===== src/design/can_cfg.svh =====
`ifndef CAN_CFG_SVH
`define CAN_CFG_SVH

//////////////////////////////
// bit timing
//////////////////////////////

// clock cycles per bit time.
`define CAN_BIT_DIVIDER 53

// reload value of the command period counter.
`define CAN_TX_PERIOD 53000

//////////////////////////////
// frame layout
//////////////////////////////

`define CAN_STATUS_ID 11'h01E   // status frame from the drive.
`define CAN_COMMAND_ID 11'h00D  // velocity command to the drive.

`define CAN_STATUS_BYTES 8
`define CAN_COMMAND_BYTES 4

`endif

===== src/design/can_pkg.sv =====
`default_nettype none

package can_pkg;

    typedef logic [10:0] can_id_t;  // standard identifier only.
    typedef logic [3:0] can_dlc_t;

    // position of the bit sequencer within a data frame.
    typedef enum logic [3:0] {
        FIELD_IDLE,
        FIELD_START,
        FIELD_IDENT,
        FIELD_RTR,
        FIELD_IDE,
        FIELD_RESERVED,
        FIELD_LENGTH,
        FIELD_DATA,
        FIELD_CRC,
        FIELD_CRC_DELIM,
        FIELD_ACK_SLOT,
        FIELD_ACK_DELIM,
        FIELD_EOF
    } can_field_e;

    // index of the last bit in a field, data_len counts data bits.
    function automatic logic [6:0] can_field_last(can_field_e field, logic [6:0] data_len);
        case (field)
            FIELD_IDENT: return 7'd10;
            FIELD_LENGTH: return 7'd3;
            FIELD_DATA: return data_len - 7'd1;
            FIELD_CRC: return 7'd14;
            FIELD_EOF: return 7'd6;
            default: return 7'd0;
        endcase
    endfunction

    // field order of a standard data frame.
    function automatic can_field_e can_field_next(can_field_e field, logic has_data);
        case (field)
            FIELD_START: return FIELD_IDENT;
            FIELD_IDENT: return FIELD_RTR;
            FIELD_RTR: return FIELD_IDE;
            FIELD_IDE: return FIELD_RESERVED;
            FIELD_RESERVED: return FIELD_LENGTH;
            FIELD_LENGTH: return has_data ? FIELD_DATA : FIELD_CRC;  // zero length skips data.
            FIELD_DATA: return FIELD_CRC;
            FIELD_CRC: return FIELD_CRC_DELIM;
            FIELD_CRC_DELIM: return FIELD_ACK_SLOT;
            FIELD_ACK_SLOT: return FIELD_ACK_DELIM;
            FIELD_ACK_DELIM: return FIELD_EOF;
            default: return FIELD_IDLE;
        endcase
    endfunction

endpackage

`default_nettype wire


===== src/design/can_drive_link.sv =====
`timescale 1ns/1ps
`default_nettype none
`include "can_cfg.svh"

module can_drive_link #(
    parameter int BIT_DIVIDER = `CAN_BIT_DIVIDER,
    parameter int TX_PERIOD = `CAN_TX_PERIOD
) (
    input wire logic clk,
    input wire logic rst_n,
    input wire logic rx,
    output logic tx,
    input wire logic enable,
    input wire logic [31:0] velocity,
    output logic [31:0] position,
    output logic [15:0] power,
    output logic [7:0] temp,
    output logic [3:0] state,
    output logic traj,
    output logic mot,
    output logic enc,
    output logic ctrl
);

    import can_pkg::*;

    localparam int RX_BYTES = `CAN_STATUS_BYTES;
    localparam int TX_BYTES = `CAN_COMMAND_BYTES;
    localparam can_id_t STATUS_ID = `CAN_STATUS_ID;
    localparam can_id_t COMMAND_ID = `CAN_COMMAND_ID;
    localparam int PERIOD_W = $clog2(TX_PERIOD + 1);

    logic rx_ack;
    logic tx_bit;
    logic rx_valid;
    can_id_t rx_id;
    can_dlc_t rx_dlc;
    logic [RX_BYTES*8-1:0] rx_data;
    logic [7:0] status_byte [RX_BYTES];
    logic status_hit;

    logic tx_busy;
    logic tx_start;
    logic [TX_BYTES*8-1:0] tx_data;
    logic [PERIOD_W-1:0] period_q;

    assign tx = tx_bit & rx_ack;  // open drain, either side pulls low.

    //////////////////////////////
    // status frame decode
    //////////////////////////////

    always_comb begin
        for (int i = 0; i < RX_BYTES; i++) begin
            status_byte[i] = rx_data[RX_BYTES*8 - 1 - 8*i -: 8];  // byte 0 arrived first.
        end
    end

    assign status_hit = rx_valid && (rx_id == STATUS_ID) && (rx_dlc == can_dlc_t'(RX_BYTES));

    always_ff @(posedge clk) begin
        if (!rst_n) begin
            position <= '0;
            power <= '0;
            temp <= '0;
            state <= '0;
            traj <= 1'b0;
            mot <= 1'b0;
            enc <= 1'b0;
            ctrl <= 1'b0;
        end else if (status_hit) begin
            position <= {status_byte[3], status_byte[2], status_byte[1], status_byte[0]};
            power <= {status_byte[5], status_byte[4]};
            temp <= status_byte[6];
            traj <= status_byte[7][7];
            mot <= status_byte[7][6];
            enc <= status_byte[7][5];
            ctrl <= status_byte[7][4];
            state <= status_byte[7][3:0];
        end
    end

    //////////////////////////////
    // periodic velocity command
    //////////////////////////////

    always_ff @(posedge clk) begin
        if (!rst_n) begin
            period_q <= '0;
            tx_start <= 1'b0;
        end else begin
            tx_start <= 1'b0;
            if (period_q == '0) begin
                period_q <= PERIOD_W'(TX_PERIOD);
                tx_start <= ~tx_busy;
            end else begin
                period_q <= period_q - 1'b1;
            end
        end
    end

    // least significant byte goes out first.
    always_ff @(posedge clk) begin
        if (period_q == '0) begin
            tx_data <= enable ? {velocity[7:0], velocity[15:8], velocity[23:16], velocity[31:24]}
                              : '0;
        end
    end

    can_rx #(
        .BIT_DIVIDER(BIT_DIVIDER),
        .DATA_BYTES(RX_BYTES)
    ) rx0 (
        .clk(clk),
        .rst_n(rst_n),
        .rx(rx),
        .ack(rx_ack),
        .valid(rx_valid),
        .id(rx_id),
        .dlc(rx_dlc),
        .data(rx_data)
    );

    can_tx #(
        .BIT_DIVIDER(BIT_DIVIDER),
        .DATA_BYTES(TX_BYTES)
    ) tx0 (
        .clk(clk),
        .rst_n(rst_n),
        .start(tx_start),
        .id(COMMAND_ID),
        .dlc(can_dlc_t'(TX_BYTES)),
        .data(tx_data),
        .tx(tx_bit),
        .busy(tx_busy)
    );

endmodule

`default_nettype wire


===== src/design/can_rx.sv =====
`timescale 1ns/1ps
`default_nettype none
`include "can_cfg.svh"

module can_rx #(
    parameter int BIT_DIVIDER = `CAN_BIT_DIVIDER,
    parameter int DATA_BYTES = `CAN_STATUS_BYTES
) (
    input wire logic clk,
    input wire logic rst_n,
    input wire logic rx,
    output logic ack,
    output logic valid,
    output can_pkg::can_id_t id,
    output can_pkg::can_dlc_t dlc,
    output logic [DATA_BYTES*8-1:0] data
);

    import can_pkg::*;

    localparam int DATA_BITS = DATA_BYTES * 8;
    localparam int TIMER_W = $clog2(BIT_DIVIDER + 1);
    localparam int SAMPLE_POINT = BIT_DIVIDER / 2;

    logic rx_meta;
    logic rx_sync;
    logic rx_prev;

    can_field_e field_q;  // field of the bit being received.
    logic [6:0] idx_q;
    logic [TIMER_W-1:0] timer_q;
    logic [2:0] run_q;
    logic last_q;
    logic [14:0] crc_rx_q;
    logic crc_ok_q;
    logic ack_q;
    logic valid_q;

    logic fall;
    logic sample;
    logic stuff;
    logic counted;
    logic abort;
    logic crc_clear;
    logic crc_step;
    can_dlc_t len_dlc;
    logic [6:0] data_len;
    logic [14:0] crc_calc;

    assign fall = rx_prev & ~rx_sync;
    assign sample = (field_q != FIELD_IDLE) && (timer_q == SAMPLE_POINT);

    assign stuff = sample && (run_q == 3'd5) &&
                   (field_q >= FIELD_IDENT) && (field_q <= FIELD_CRC_DELIM);
    assign counted = (field_q >= FIELD_START) && (field_q <= FIELD_CRC);

    // sixth equal bit, false start, extended frame or bad crc delimiter.
    assign abort = (stuff && (rx_sync == last_q)) ||
                   (sample && (field_q == FIELD_START) && rx_sync) ||
                   (sample && !stuff && (field_q == FIELD_IDE) && rx_sync) ||
                   (sample && !stuff && (field_q == FIELD_CRC_DELIM) && !rx_sync);

    assign crc_clear = sample && (field_q == FIELD_START);
    assign crc_step = sample && !stuff && (field_q >= FIELD_START) && (field_q <= FIELD_DATA);

    // the length field is still shifting in on its own last bit.
    assign len_dlc = (field_q == FIELD_LENGTH) ? {dlc[2:0], rx_sync} : dlc;
    assign data_len = (len_dlc > 4'd8) ? 7'd64 : {len_dlc, 3'b000};

    //////////////////////////////
    // bit timing and fields
    //////////////////////////////

    always_ff @(posedge clk) begin
        if (!rst_n) begin
            rx_meta <= 1'b1;
            rx_sync <= 1'b1;
            rx_prev <= 1'b1;
            field_q <= FIELD_IDLE;
            idx_q <= '0;
            timer_q <= '0;
            run_q <= '0;
            last_q <= 1'b1;
            crc_ok_q <= 1'b0;
            ack_q <= 1'b1;
            valid_q <= 1'b0;
        end else begin
            rx_meta <= rx;
            rx_sync <= rx_meta;
            rx_prev <= rx_sync;
            valid_q <= 1'b0;

            // our own ack edge must not shift the bit timing.
            if (fall && (field_q != FIELD_ACK_SLOT)) begin
                timer_q <= '0;
            end else if (timer_q == BIT_DIVIDER - 1) begin
                timer_q <= '0;
            end else begin
                timer_q <= timer_q + 1'b1;
            end

            if (timer_q == BIT_DIVIDER - 1) begin
                ack_q <= !((field_q == FIELD_ACK_SLOT) && crc_ok_q);  // one bit time.
            end

            if (field_q == FIELD_IDLE) begin
                if (fall) begin
                    field_q <= FIELD_START;  // hard sync.
                    idx_q <= '0;
                end
            end else if (sample) begin
                if (abort) begin
                    field_q <= FIELD_IDLE;
                end else if (stuff) begin
                    run_q <= 3'd1;
                    last_q <= rx_sync;
                end else begin
                    if (counted) begin
                        if ((field_q == FIELD_START) || (rx_sync != last_q)) begin
                            run_q <= 3'd1;
                        end else begin
                            run_q <= run_q + 3'd1;
                        end
                        last_q <= rx_sync;
                    end
                    if (field_q == FIELD_CRC_DELIM) begin
                        crc_ok_q <= (crc_rx_q == crc_calc);
                    end
                    if (field_q == FIELD_ACK_DELIM) begin
                        valid_q <= crc_ok_q;
                    end
                    if (idx_q == can_field_last(field_q, data_len)) begin
                        field_q <= can_field_next(field_q, data_len != 7'd0);
                        idx_q <= '0;
                    end else begin
                        idx_q <= idx_q + 7'd1;
                    end
                end
            end
        end
    end

    //////////////////////////////
    // payload
    //////////////////////////////

    always_ff @(posedge clk) begin
        if (crc_clear) begin
            id <= '0;
            dlc <= '0;
            data <= '0;  // bytes past dlc stay zero.
        end else if (sample && !stuff) begin
            case (field_q)
                FIELD_IDENT: id <= {id[9:0], rx_sync};
                FIELD_LENGTH: dlc <= {dlc[2:0], rx_sync};
                FIELD_DATA: begin
                    if (idx_q < DATA_BITS) begin
                        data[DATA_BITS - 1 - idx_q] <= rx_sync;
                    end
                end
                FIELD_CRC: crc_rx_q <= {crc_rx_q[13:0], rx_sync};
                default: ;
            endcase
        end
    end

    can_crc15 crc0 (
        .clk(clk),
        .rst_n(rst_n),
        .clear(crc_clear),
        .step(crc_step),
        .bit_value(rx_sync),
        .crc(crc_calc)
    );

    assign ack = ack_q;
    assign valid = valid_q;

endmodule

`default_nettype wire


===== src/design/can_tx.sv =====
`timescale 1ns/1ps
`default_nettype none
`include "can_cfg.svh"

module can_tx #(
    parameter int BIT_DIVIDER = `CAN_BIT_DIVIDER,
    parameter int DATA_BYTES = `CAN_COMMAND_BYTES
) (
    input wire logic clk,
    input wire logic rst_n,
    input wire logic start,
    input wire can_pkg::can_id_t id,
    input wire can_pkg::can_dlc_t dlc,
    input wire logic [DATA_BYTES*8-1:0] data,
    output logic tx,
    output logic busy
);

    import can_pkg::*;

    localparam int DATA_BITS = DATA_BYTES * 8;
    localparam int TIMER_W = $clog2(BIT_DIVIDER + 1);

    can_id_t id_q;
    can_dlc_t dlc_q;
    logic [DATA_BITS-1:0] data_q;

    can_field_e field_q;  // field of the next bit to send.
    logic [6:0] idx_q;
    logic [TIMER_W-1:0] timer_q;
    logic [2:0] run_q;
    logic last_q;
    logic tx_q;
    logic busy_q;

    logic accept;
    logic boundary;
    logic stuff;
    logic counted;
    logic cur_bit;
    logic crc_step;
    logic crc_bit;
    logic [6:0] data_len;
    logic [14:0] crc;

    assign accept = start & ~busy_q;
    assign boundary = busy_q && (timer_q == BIT_DIVIDER - 1);
    assign data_len = (dlc_q > DATA_BYTES) ? 7'(DATA_BITS) : {dlc_q, 3'b000};

    // five equal bits force a stuff bit, up to and including the bit after the crc.
    assign stuff = boundary && (run_q == 3'd5) &&
                   (field_q >= FIELD_IDENT) && (field_q <= FIELD_CRC_DELIM);
    assign counted = (field_q >= FIELD_IDENT) && (field_q <= FIELD_CRC);

    assign crc_step = accept ||
                      (boundary && !stuff && (field_q >= FIELD_IDENT) && (field_q <= FIELD_DATA));
    assign crc_bit = accept ? 1'b0 : cur_bit;

    always_comb begin
        case (field_q)
            FIELD_START, FIELD_RTR, FIELD_IDE, FIELD_RESERVED: cur_bit = 1'b0;
            FIELD_IDENT: cur_bit = id_q[4'd10 - idx_q[3:0]];
            FIELD_LENGTH: cur_bit = dlc_q[2'd3 - idx_q[1:0]];
            FIELD_DATA: cur_bit = data_q[DATA_BITS - 1 - idx_q];  // first byte on top.
            FIELD_CRC: cur_bit = crc[4'd14 - idx_q[3:0]];
            default: cur_bit = 1'b1;  // delimiters, ack slot and eof are recessive.
        endcase
    end

    always_ff @(posedge clk) begin
        if (accept) begin
            id_q <= id;
            dlc_q <= dlc;
            data_q <= data;
        end
    end

    //////////////////////////////
    // bit sequencer
    //////////////////////////////

    always_ff @(posedge clk) begin
        if (!rst_n) begin
            field_q <= FIELD_IDLE;
            idx_q <= '0;
            timer_q <= '0;
            run_q <= '0;
            last_q <= 1'b1;
            tx_q <= 1'b1;
            busy_q <= 1'b0;
        end else if (accept) begin
            busy_q <= 1'b1;
            timer_q <= '0;
            tx_q <= 1'b0;  // start of frame.
            run_q <= 3'd1;
            last_q <= 1'b0;
            field_q <= FIELD_IDENT;
            idx_q <= '0;
        end else if (busy_q) begin
            timer_q <= (timer_q == BIT_DIVIDER - 1) ? '0 : timer_q + 1'b1;
            if (boundary) begin
                if (field_q == FIELD_IDLE) begin
                    busy_q <= 1'b0;  // last eof bit has finished.
                end else if (stuff) begin
                    tx_q <= ~last_q;
                    last_q <= ~last_q;
                    run_q <= 3'd1;
                end else begin
                    tx_q <= cur_bit;
                    if (counted) begin
                        run_q <= (cur_bit == last_q) ? run_q + 3'd1 : 3'd1;
                        last_q <= cur_bit;
                    end
                    if (idx_q == can_field_last(field_q, data_len)) begin
                        field_q <= can_field_next(field_q, data_len != 7'd0);
                        idx_q <= '0;
                    end else begin
                        idx_q <= idx_q + 7'd1;
                    end
                end
            end
        end
    end

    can_crc15 crc0 (
        .clk(clk),
        .rst_n(rst_n),
        .clear(accept),
        .step(crc_step),
        .bit_value(crc_bit),
        .crc(crc)
    );

    assign tx = tx_q;
    assign busy = busy_q;

endmodule

`default_nettype wire


===== src/design/can_crc15.sv =====
`timescale 1ns/1ps
`default_nettype none

module can_crc15 (
    input wire logic clk,
    input wire logic rst_n,
    input wire logic clear,
    input wire logic step,
    input wire logic bit_value,
    output logic [14:0] crc
);

    localparam logic [14:0] CRC_POLY = 15'h4599;

    logic [14:0] base;
    logic [14:0] shifted;
    logic feedback;

    // clear and step together start a new remainder with the first bit.
    always_comb begin
        base = clear ? 15'd0 : crc;
        feedback = bit_value ^ base[14];
        shifted = {base[13:0], 1'b0};
        if (feedback) begin
            shifted = shifted ^ CRC_POLY;
        end
    end

    always_ff @(posedge clk) begin
        if (!rst_n) begin
            crc <= '0;
        end else if (step) begin
            crc <= shifted;
        end else if (clear) begin
            crc <= '0;
        end
    end

endmodule

`default_nettype wire


===== config.mk =====
export PLATFORM = sky130hd
export DESIGN_NAME = can_drive_link
export DESIGN_NICKNAME = d
export VERILOG_FILES = /design/src/design/can_pkg.sv /design/src/design/can_drive_link.sv /design/src/design/can_rx.sv /design/src/design/can_tx.sv /design/src/design/can_crc15.sv
export VERILOG_INCLUDE_DIRS = /design/src /design/src/design
export SDC_FILE = /design/constraint.sdc
export NUM_CORES = 1
export LEC_CHECK = 0
export BUFFER_PORTS_ARGS = -buffer_cell sky130_fd_sc_hd__buf_4
export CORE_MARGIN = 1
export CORE_UTILIZATION = 55
export CTS_BUF_LIST = sky130_fd_sc_hd__clkbuf_4
export CTS_CLUSTER_SIZE = 10
export DETAILED_ROUTE_END_ITERATION = 8
export PLACE_DENSITY = 0.74
export RECOVER_POWER = 100
export SLEW_MARGIN = 20
export SYNTH_ARGS = -nofsm -noshare
export SYNTH_HDL_FRONTEND = slang
export SYNTH_SLANG_ARGS = --single-unit

===== constraint.sdc =====
create_clock -name clk -period 5 [get_ports clk]
set_input_delay 0.25 -clock clk [delete_from_list [all_inputs] [get_ports clk]]
set_output_delay 0.25 -clock clk [all_outputs]
set_load 0.1 [all_outputs]

* Yosys cells after proc, flatten, opt, wreduce, memory -nomap -nowiden
Memory sizes are Yosys's and may differ from the RTL's.
Cells that the tools add are included.
** Storage, ports and cells
- Output and inout port bits :: 65
- Memory bits (read-only) :: 16
- Memories kept :: 1
- Register bits after elaboration :: 319
- Input port bits :: 36
- Logic and storage cells :: 286
** Operators by class
- Eq/ne operators :: 44
- Reductions and logical operators :: 69
- Bitwise operators :: 19
- $lt $le $gt $ge :: 17
- Add/subtract/negate cells :: 13
- Multiplexer cells :: 84
** Memories
- (no name shown) :: words 16, bits a word 1, rd ports 1, clocked after Yosys merged registers in 0, write ports 0, RTL line can_tx.sv:62 : FIELD_IDENT: cur_bit = id_q[4'd10 - idx_q[3:0]];
** Operators by type and width (number)
- $mux 7 :: 19
- $mux 15 :: 6
- $pmux 4 s11 :: 2
- $bwmux 64 :: 1
- $eq 4x4->1 const B :: 11
- $pmux 7 s5 :: 1
- $eq 4x3->1 const B :: 8
- $ge 32x1->1 const B :: 1
- $lt 32x6->1 const B :: 1
- $lt 32x7->1 const B :: 1
- $mux 4 :: 8
- $logic_and 1x1->1 :: 28
- $mux 1 :: 27
- $pmux 5 s5 :: 1
- $reduce_and 4->1 :: 6
- $mux 3 :: 6
- $eq 4x2->1 const B :: 4
- $le 4x4->1 const B :: 4
- $logic_not 16->1 :: 1
- $mux 16 :: 1
- $sub 16x1->16 const B :: 1
- $eq 15x15->1 :: 1
- $reduce_and 5->1 :: 3
- $add 7x1->7 const B :: 2
- other kinds (50) :: 102

* Logic depth before layout (Yosys ltp)
- Word-level depth :: 21
- Gate-level depth with buffers :: 13

* Hierarchy
Synthesis repeated with hierarchy kept, for this count alone.
** Unflattened totals
- Cells, all modules :: 1430
- Area total of the unflattened synthesis :: 14984.4 um^2
** By module, submodules not included
- can_rx :: area an instance 5843.1 um^2, times used 1, cells each 640, sequential area each 2572.5 um^2
- can_drive_link :: area an instance 4211.5 um^2, times used 1, cells each 360, sequential area each 2582.5 um^2
- can_tx :: area an instance 3518.4 um^2, times used 1, cells each 288, sequential area each 1871.8 um^2
- can_crc15 :: area an instance 705.7 um^2, times used 2, cells each 71, sequential area each 300.3 um^2

* Worst setup path before layout
OpenSTA, ideal clock, no wires.
- Path type :: reg-to-reg
- Start point :: reg tx0.idx_q[1]
- End point :: reg tx0.last_q
- Path slack :: 1472 ps
- Arrival time :: 3405 ps
- Cell stages (with the launch flop) :: 12
- Clock period less this slack :: 3528 ps
- Path buffers :: 2
- Required time :: 4878 ps
- Cells stage by stage :: dfxtp_1 -> buf_1 -> inv_1 -> ha_1 -> buf_2 -> mux2_2 -> mux4_2 -> nand3b_1 -> nand4_1 -> nand3_1 -> o211a_1 -> a311o_1
** On the way
- Cells in the longest elaborated chain, start to end :: 10
** RTL lines
- from (decl) :: RTL line can_tx.sv:29 : logic [6:0] idx_q;
- from (signal assigned) :: RTL line can_tx.sv:118 : idx_q <= idx_q + 7'd1;
- $sub 5x7->8 (tied with other cells) :: RTL line can_tx.sv:64 : FIELD_DATA: cur_bit = data_q[DATA_BITS - 1 - idx_q];
- $bmux 1 s5 (tied with other cells) :: RTL line can_tx.sv:64
- $mux 1 (on tied branches)
- $pmux 1 s5 (*) :: RTL line can_tx.sv:60 : case (field_q)
- $mux 1 (*) :: RTL line can_tx.sv:110 : if (counted) begin
- $mux 1 (*) :: RTL line can_tx.sv:104 : end else if (stuff) begin
- $mux 1 (*) :: RTL line can_tx.sv:102 : if (field_q == FIELD_IDLE) begin
- $mux 1 (*) :: RTL line can_tx.sv:101 : if (boundary) begin
- $mux 1 (*) :: RTL line can_tx.sv:99 : end else if (busy_q) begin
- $mux 1 (*) :: RTL line can_tx.sv:91 : end else if (accept) begin
- to (signal assigned) :: RTL line can_tx.sv:106 : last_q <= ~last_q;
- to (signal assigned) :: RTL line can_tx.sv:112 : last_q <= cur_bit;
- to (decl) :: RTL line can_tx.sv:32 : logic last_q;
Mark *: on every way between the ends. The rest lies on a longest branch, timed or not. The select of a mux whose other input is x is not followed.
A chain may end at the register's enable or synchronous reset.

* Final worst setup path
Same ends and word-level chain as after synthesis.

==> impl_results.md <==
- Status: complete, but fails checks
- Violated checks: capacitance limit, slew limit
- Gpl congestion: 0.844
- Pin count of the biggest net entering global routing: 89
- Fmax: 0.248 GHz
- Worst Path Max Fanout: 14
- WL/cell: 14.9 um
- CP max-delay cell: dfxtp_1
- Mapped cell area: 14000 um^2
- Clock latency at the later pin of the worst-skew pair: 690 ps
- Worst endpoint required time: 5550 ps
- Starting density of the core: 0.559
- Worst rel slew slack: -0.581
- Die width: 162 um
- H-tree depth: 3
- Synthesized Nets: 1604
- Syn-to-layout area delta: 13.9%
- Clk slew on worst S/H paths: 70 ps
- Via count: 11367
- Top_reg_cell synth: dfxtp_1
- Final Max Tran Viols: 167
- CP endpoint kind: register
- YS warnings: 0
- Critical path type: reg2reg
- Vias per cell: 5.51
- Finished Core Util: 0.637
- Cell Pwr Density: 365 nW/um^2
- GRT Overall Usage: 0.242
- Share of cells above drive strength 1: 0.116
- Fraction of registers with async set/reset: 0
- TritonCTS clock tree: done
- Residual DRC: 0
- Max-Cap Viols: 3
- Minimum clock period: 4040 ps
- Ranking of synthesized cells by area: dfxtp_1 34%, edfxtp_1 17%, nand2_1 8.9%
- Post-synth EDFFs: 79
- Slew @ Worst Pin: 2370 ps
- Total core area: 25100 um^2
- First-pass GRT wire length: 52000 um
- Final Hold Fails: 0
- Syn avg cell area: 9.04 um^2
- Post-synth cell types: 74
- Total wire length: 30800 um
- First drt pass iteration count: 5
- Hold slack: 70.3 ps
- Worst hold path type: in2reg
- Drt first-iter violations: 825
- Yosys top cell by area: dfxtp_1
- Worst path cell trace: inv_1 -> ha_1 -> mux2_1 -> mux4_2 -> nand3b_1 -> nand4_1 -> nand3_1 -> o211a_1 -> a311o_1
- IO Count: 101
- Final Cycle Share: 0.808
- Yosys top cell area share: 0.342
- Vias in the first global route: 10943
- Remaining antenna violation count: 0
- VDD IR max: 0.222 mV
- Worst EP arrival: 4590 ps
- Height of the die: 162 um
- Max Buffers Root-to-Sink: 3
- Final HPWL DP: 19200 um
- Number of buffers created by CTS: 82
- Syn Inst Count: 1552
- Root buffer cell: clkbuf_4
- LEAKAGE: 5.48 nW
- CTS sink cnt: 319
- GRT Residual Overflow: 0
- Skew final: 52.9 ps
- Initial antenna violation count: 1
- Seq/Total Area, Yosys: 0.511
- Slowest stage delay, CP: 760 ps
- Setup Viol. Count Final: 0
- Die footprint: 26200 um^2
- Sum of negative setup slack: 0 ps
- Row Count: 58
- RSZ-0062 raised after global routing: no
- CP startpoint kind: register
- Register bit total from synthesis: 319
- Total Power Consumption: 5.84 mW
- Nets: 1727
- Port Buffers: 100
## kinds of logic after synthesis
| group | after synthesis | share of synthesized area |
|---|---|---|
| AOI/OAI and AO/OA | 275 | 0.111 |
| xor gates and xnor gates | 71 | 0.0492 |
| adders and majority gates | 16 | 0.0143 |
| buffers and inverters | 134 | 0.0395 |
| DFF | 319 | 0.511 |
| muxes | 46 | 0.0447 |
| and+or+nand+nor | 691 | 0.230 |
## worst max-delay path: cells and delay by family (launching register included)
family	cells	cell delay, ps
AOI/OAI and AO/OA	2	660
adders and majority gates	1	670
buffers and inverters	1	220
DFF	1	760
muxes	2	860
and+or+nand+nor	3	720
## layout by cell type (no fill, tap or decap), types with 16 or more instances in the layout
cell	count
inv_1	24
a21oi_1	173
nand4_1	17
edfxtp_1	79
nor2_1	116
buf_4	20
o21ai_0	42
clkinv_1	18
nand3_1	62
nor2b_1	16
clkbuf_1	69
dfxtp_1	240
mux2i_1	30
xnor2_1	43
and2_1	24
nand2_1	333
dlygate4sd3_1	36
ha_1	16
clkbuf_4	135
xor2_1	23
## state kept, by name, indices dropped and copies added (netlist names), 6 cells and up
| name | cells |
|---|---|
| rx0.data | 64 |
| position | 32 |
| tx0.data_q | 32 |
| tx_data | 32 |
| period_q | 16 |
| power | 16 |
| rx0.crc0.crc | 15 |
| rx0.crc_rx_q | 15 |
| tx0.crc0.crc | 15 |
| rx0.id | 11 |
| temp | 8 |
| rx0.idx_q | 7 |
| tx0.idx_q | 7 |
| rx0.timer_q | 6 |
| tx0.timer_q | 6 |
## power by group
part           switching (mW)  internal [mW]
sequential              0.106           2.88
combinational           0.359          0.233
clock                    1.04           1.21
total                    1.51           4.33
## Yosys cell counts, types with 5 or more instances
cell type  count
nor4_1        11
nor3_1        14
or3_1         14
nor2_1       116
a31oi_1        8
a211oi_1       6
nand2_1      334
buf_2          5
nor2b_1       16
nand3b_1       7
nand2b_1       8
edfxtp_1      79
xnor2_1       43
o21ai_0       41
o211ai_1       7
a21oi_1      173
clkbuf_1      94
nor3b_1        7
buf_6          6
nand3_1       62
dfxtp_1      240
mux2i_1       30
xor2_1        23
inv_1         24
xnor3_1        5
and2_1        36
and3_1         5
mux4_2        13
nand4_1       17
ha_1          16
or4_1          8
## metrics by stage
| step | instance area, um^2 | setup slack (ps) | instances |
|---|---|---|---|
| after floorplan | 14000 | 1470 | 1552 |
| after global placement | 14900 | 1140 | 1885 |
| after detailed placement | 14900 | 1020 | 1885 |
| after CTS | 16300 | 1010 | 2061 |
| after global routing | 16000 | 692 | 2062 |
| final | 16000 | 961 | 2062 |
## worst paths after layout
kind / from / end / slack [ps] / depth (start not counted)
setup / recovery: tx0.idx_q[1]$_SDFFE_PP0P_ / tx0.last_q$_SDFFE_PN1P_ / 960 / 9
hold / removal: enable / tx_data[31]$_SDFFCE_PN0P_ / 70 / 2
setup reg to reg: tx0.idx_q[1]$_SDFFE_PP0P_ / tx0.last_q$_SDFFE_PN1P_ / 960 / 9
hold reg to reg: rx0.rx_meta$_SDFF_PN1_ / rx0.rx_sync$_SDFF_PN1_ / 410 / 1
## layer usage
layer	routed length, um	part of all wire	vias up	global-route usage
met4	522	0.017	0	0.0939
met5	0	0	-	0
met1	14500	0.47	5416	0.334
li1	-	-	5649	-
met2	14400	0.47	253	0.383
met3	1300	0.042	49	0.0378
## repair_timing
action,4_1_cts,5_1_grt
endpoints found under the hold margin,42,0
resized for setup,0,0
hold buffers,36,0
buffers inserted,0,0
## layout make-up
class	count	area [um^2]
fillers	2216	9120
diodes	1	2.50
well taps	330	413
multi-input cells	1099	6310
clock buffers	114	856
repair buffers	148	937
inverters	25	93.8
flip-flops and latches	319	7180
clock inverters	26	194
No activity file was read; power rests on OpenSTA's default activity.
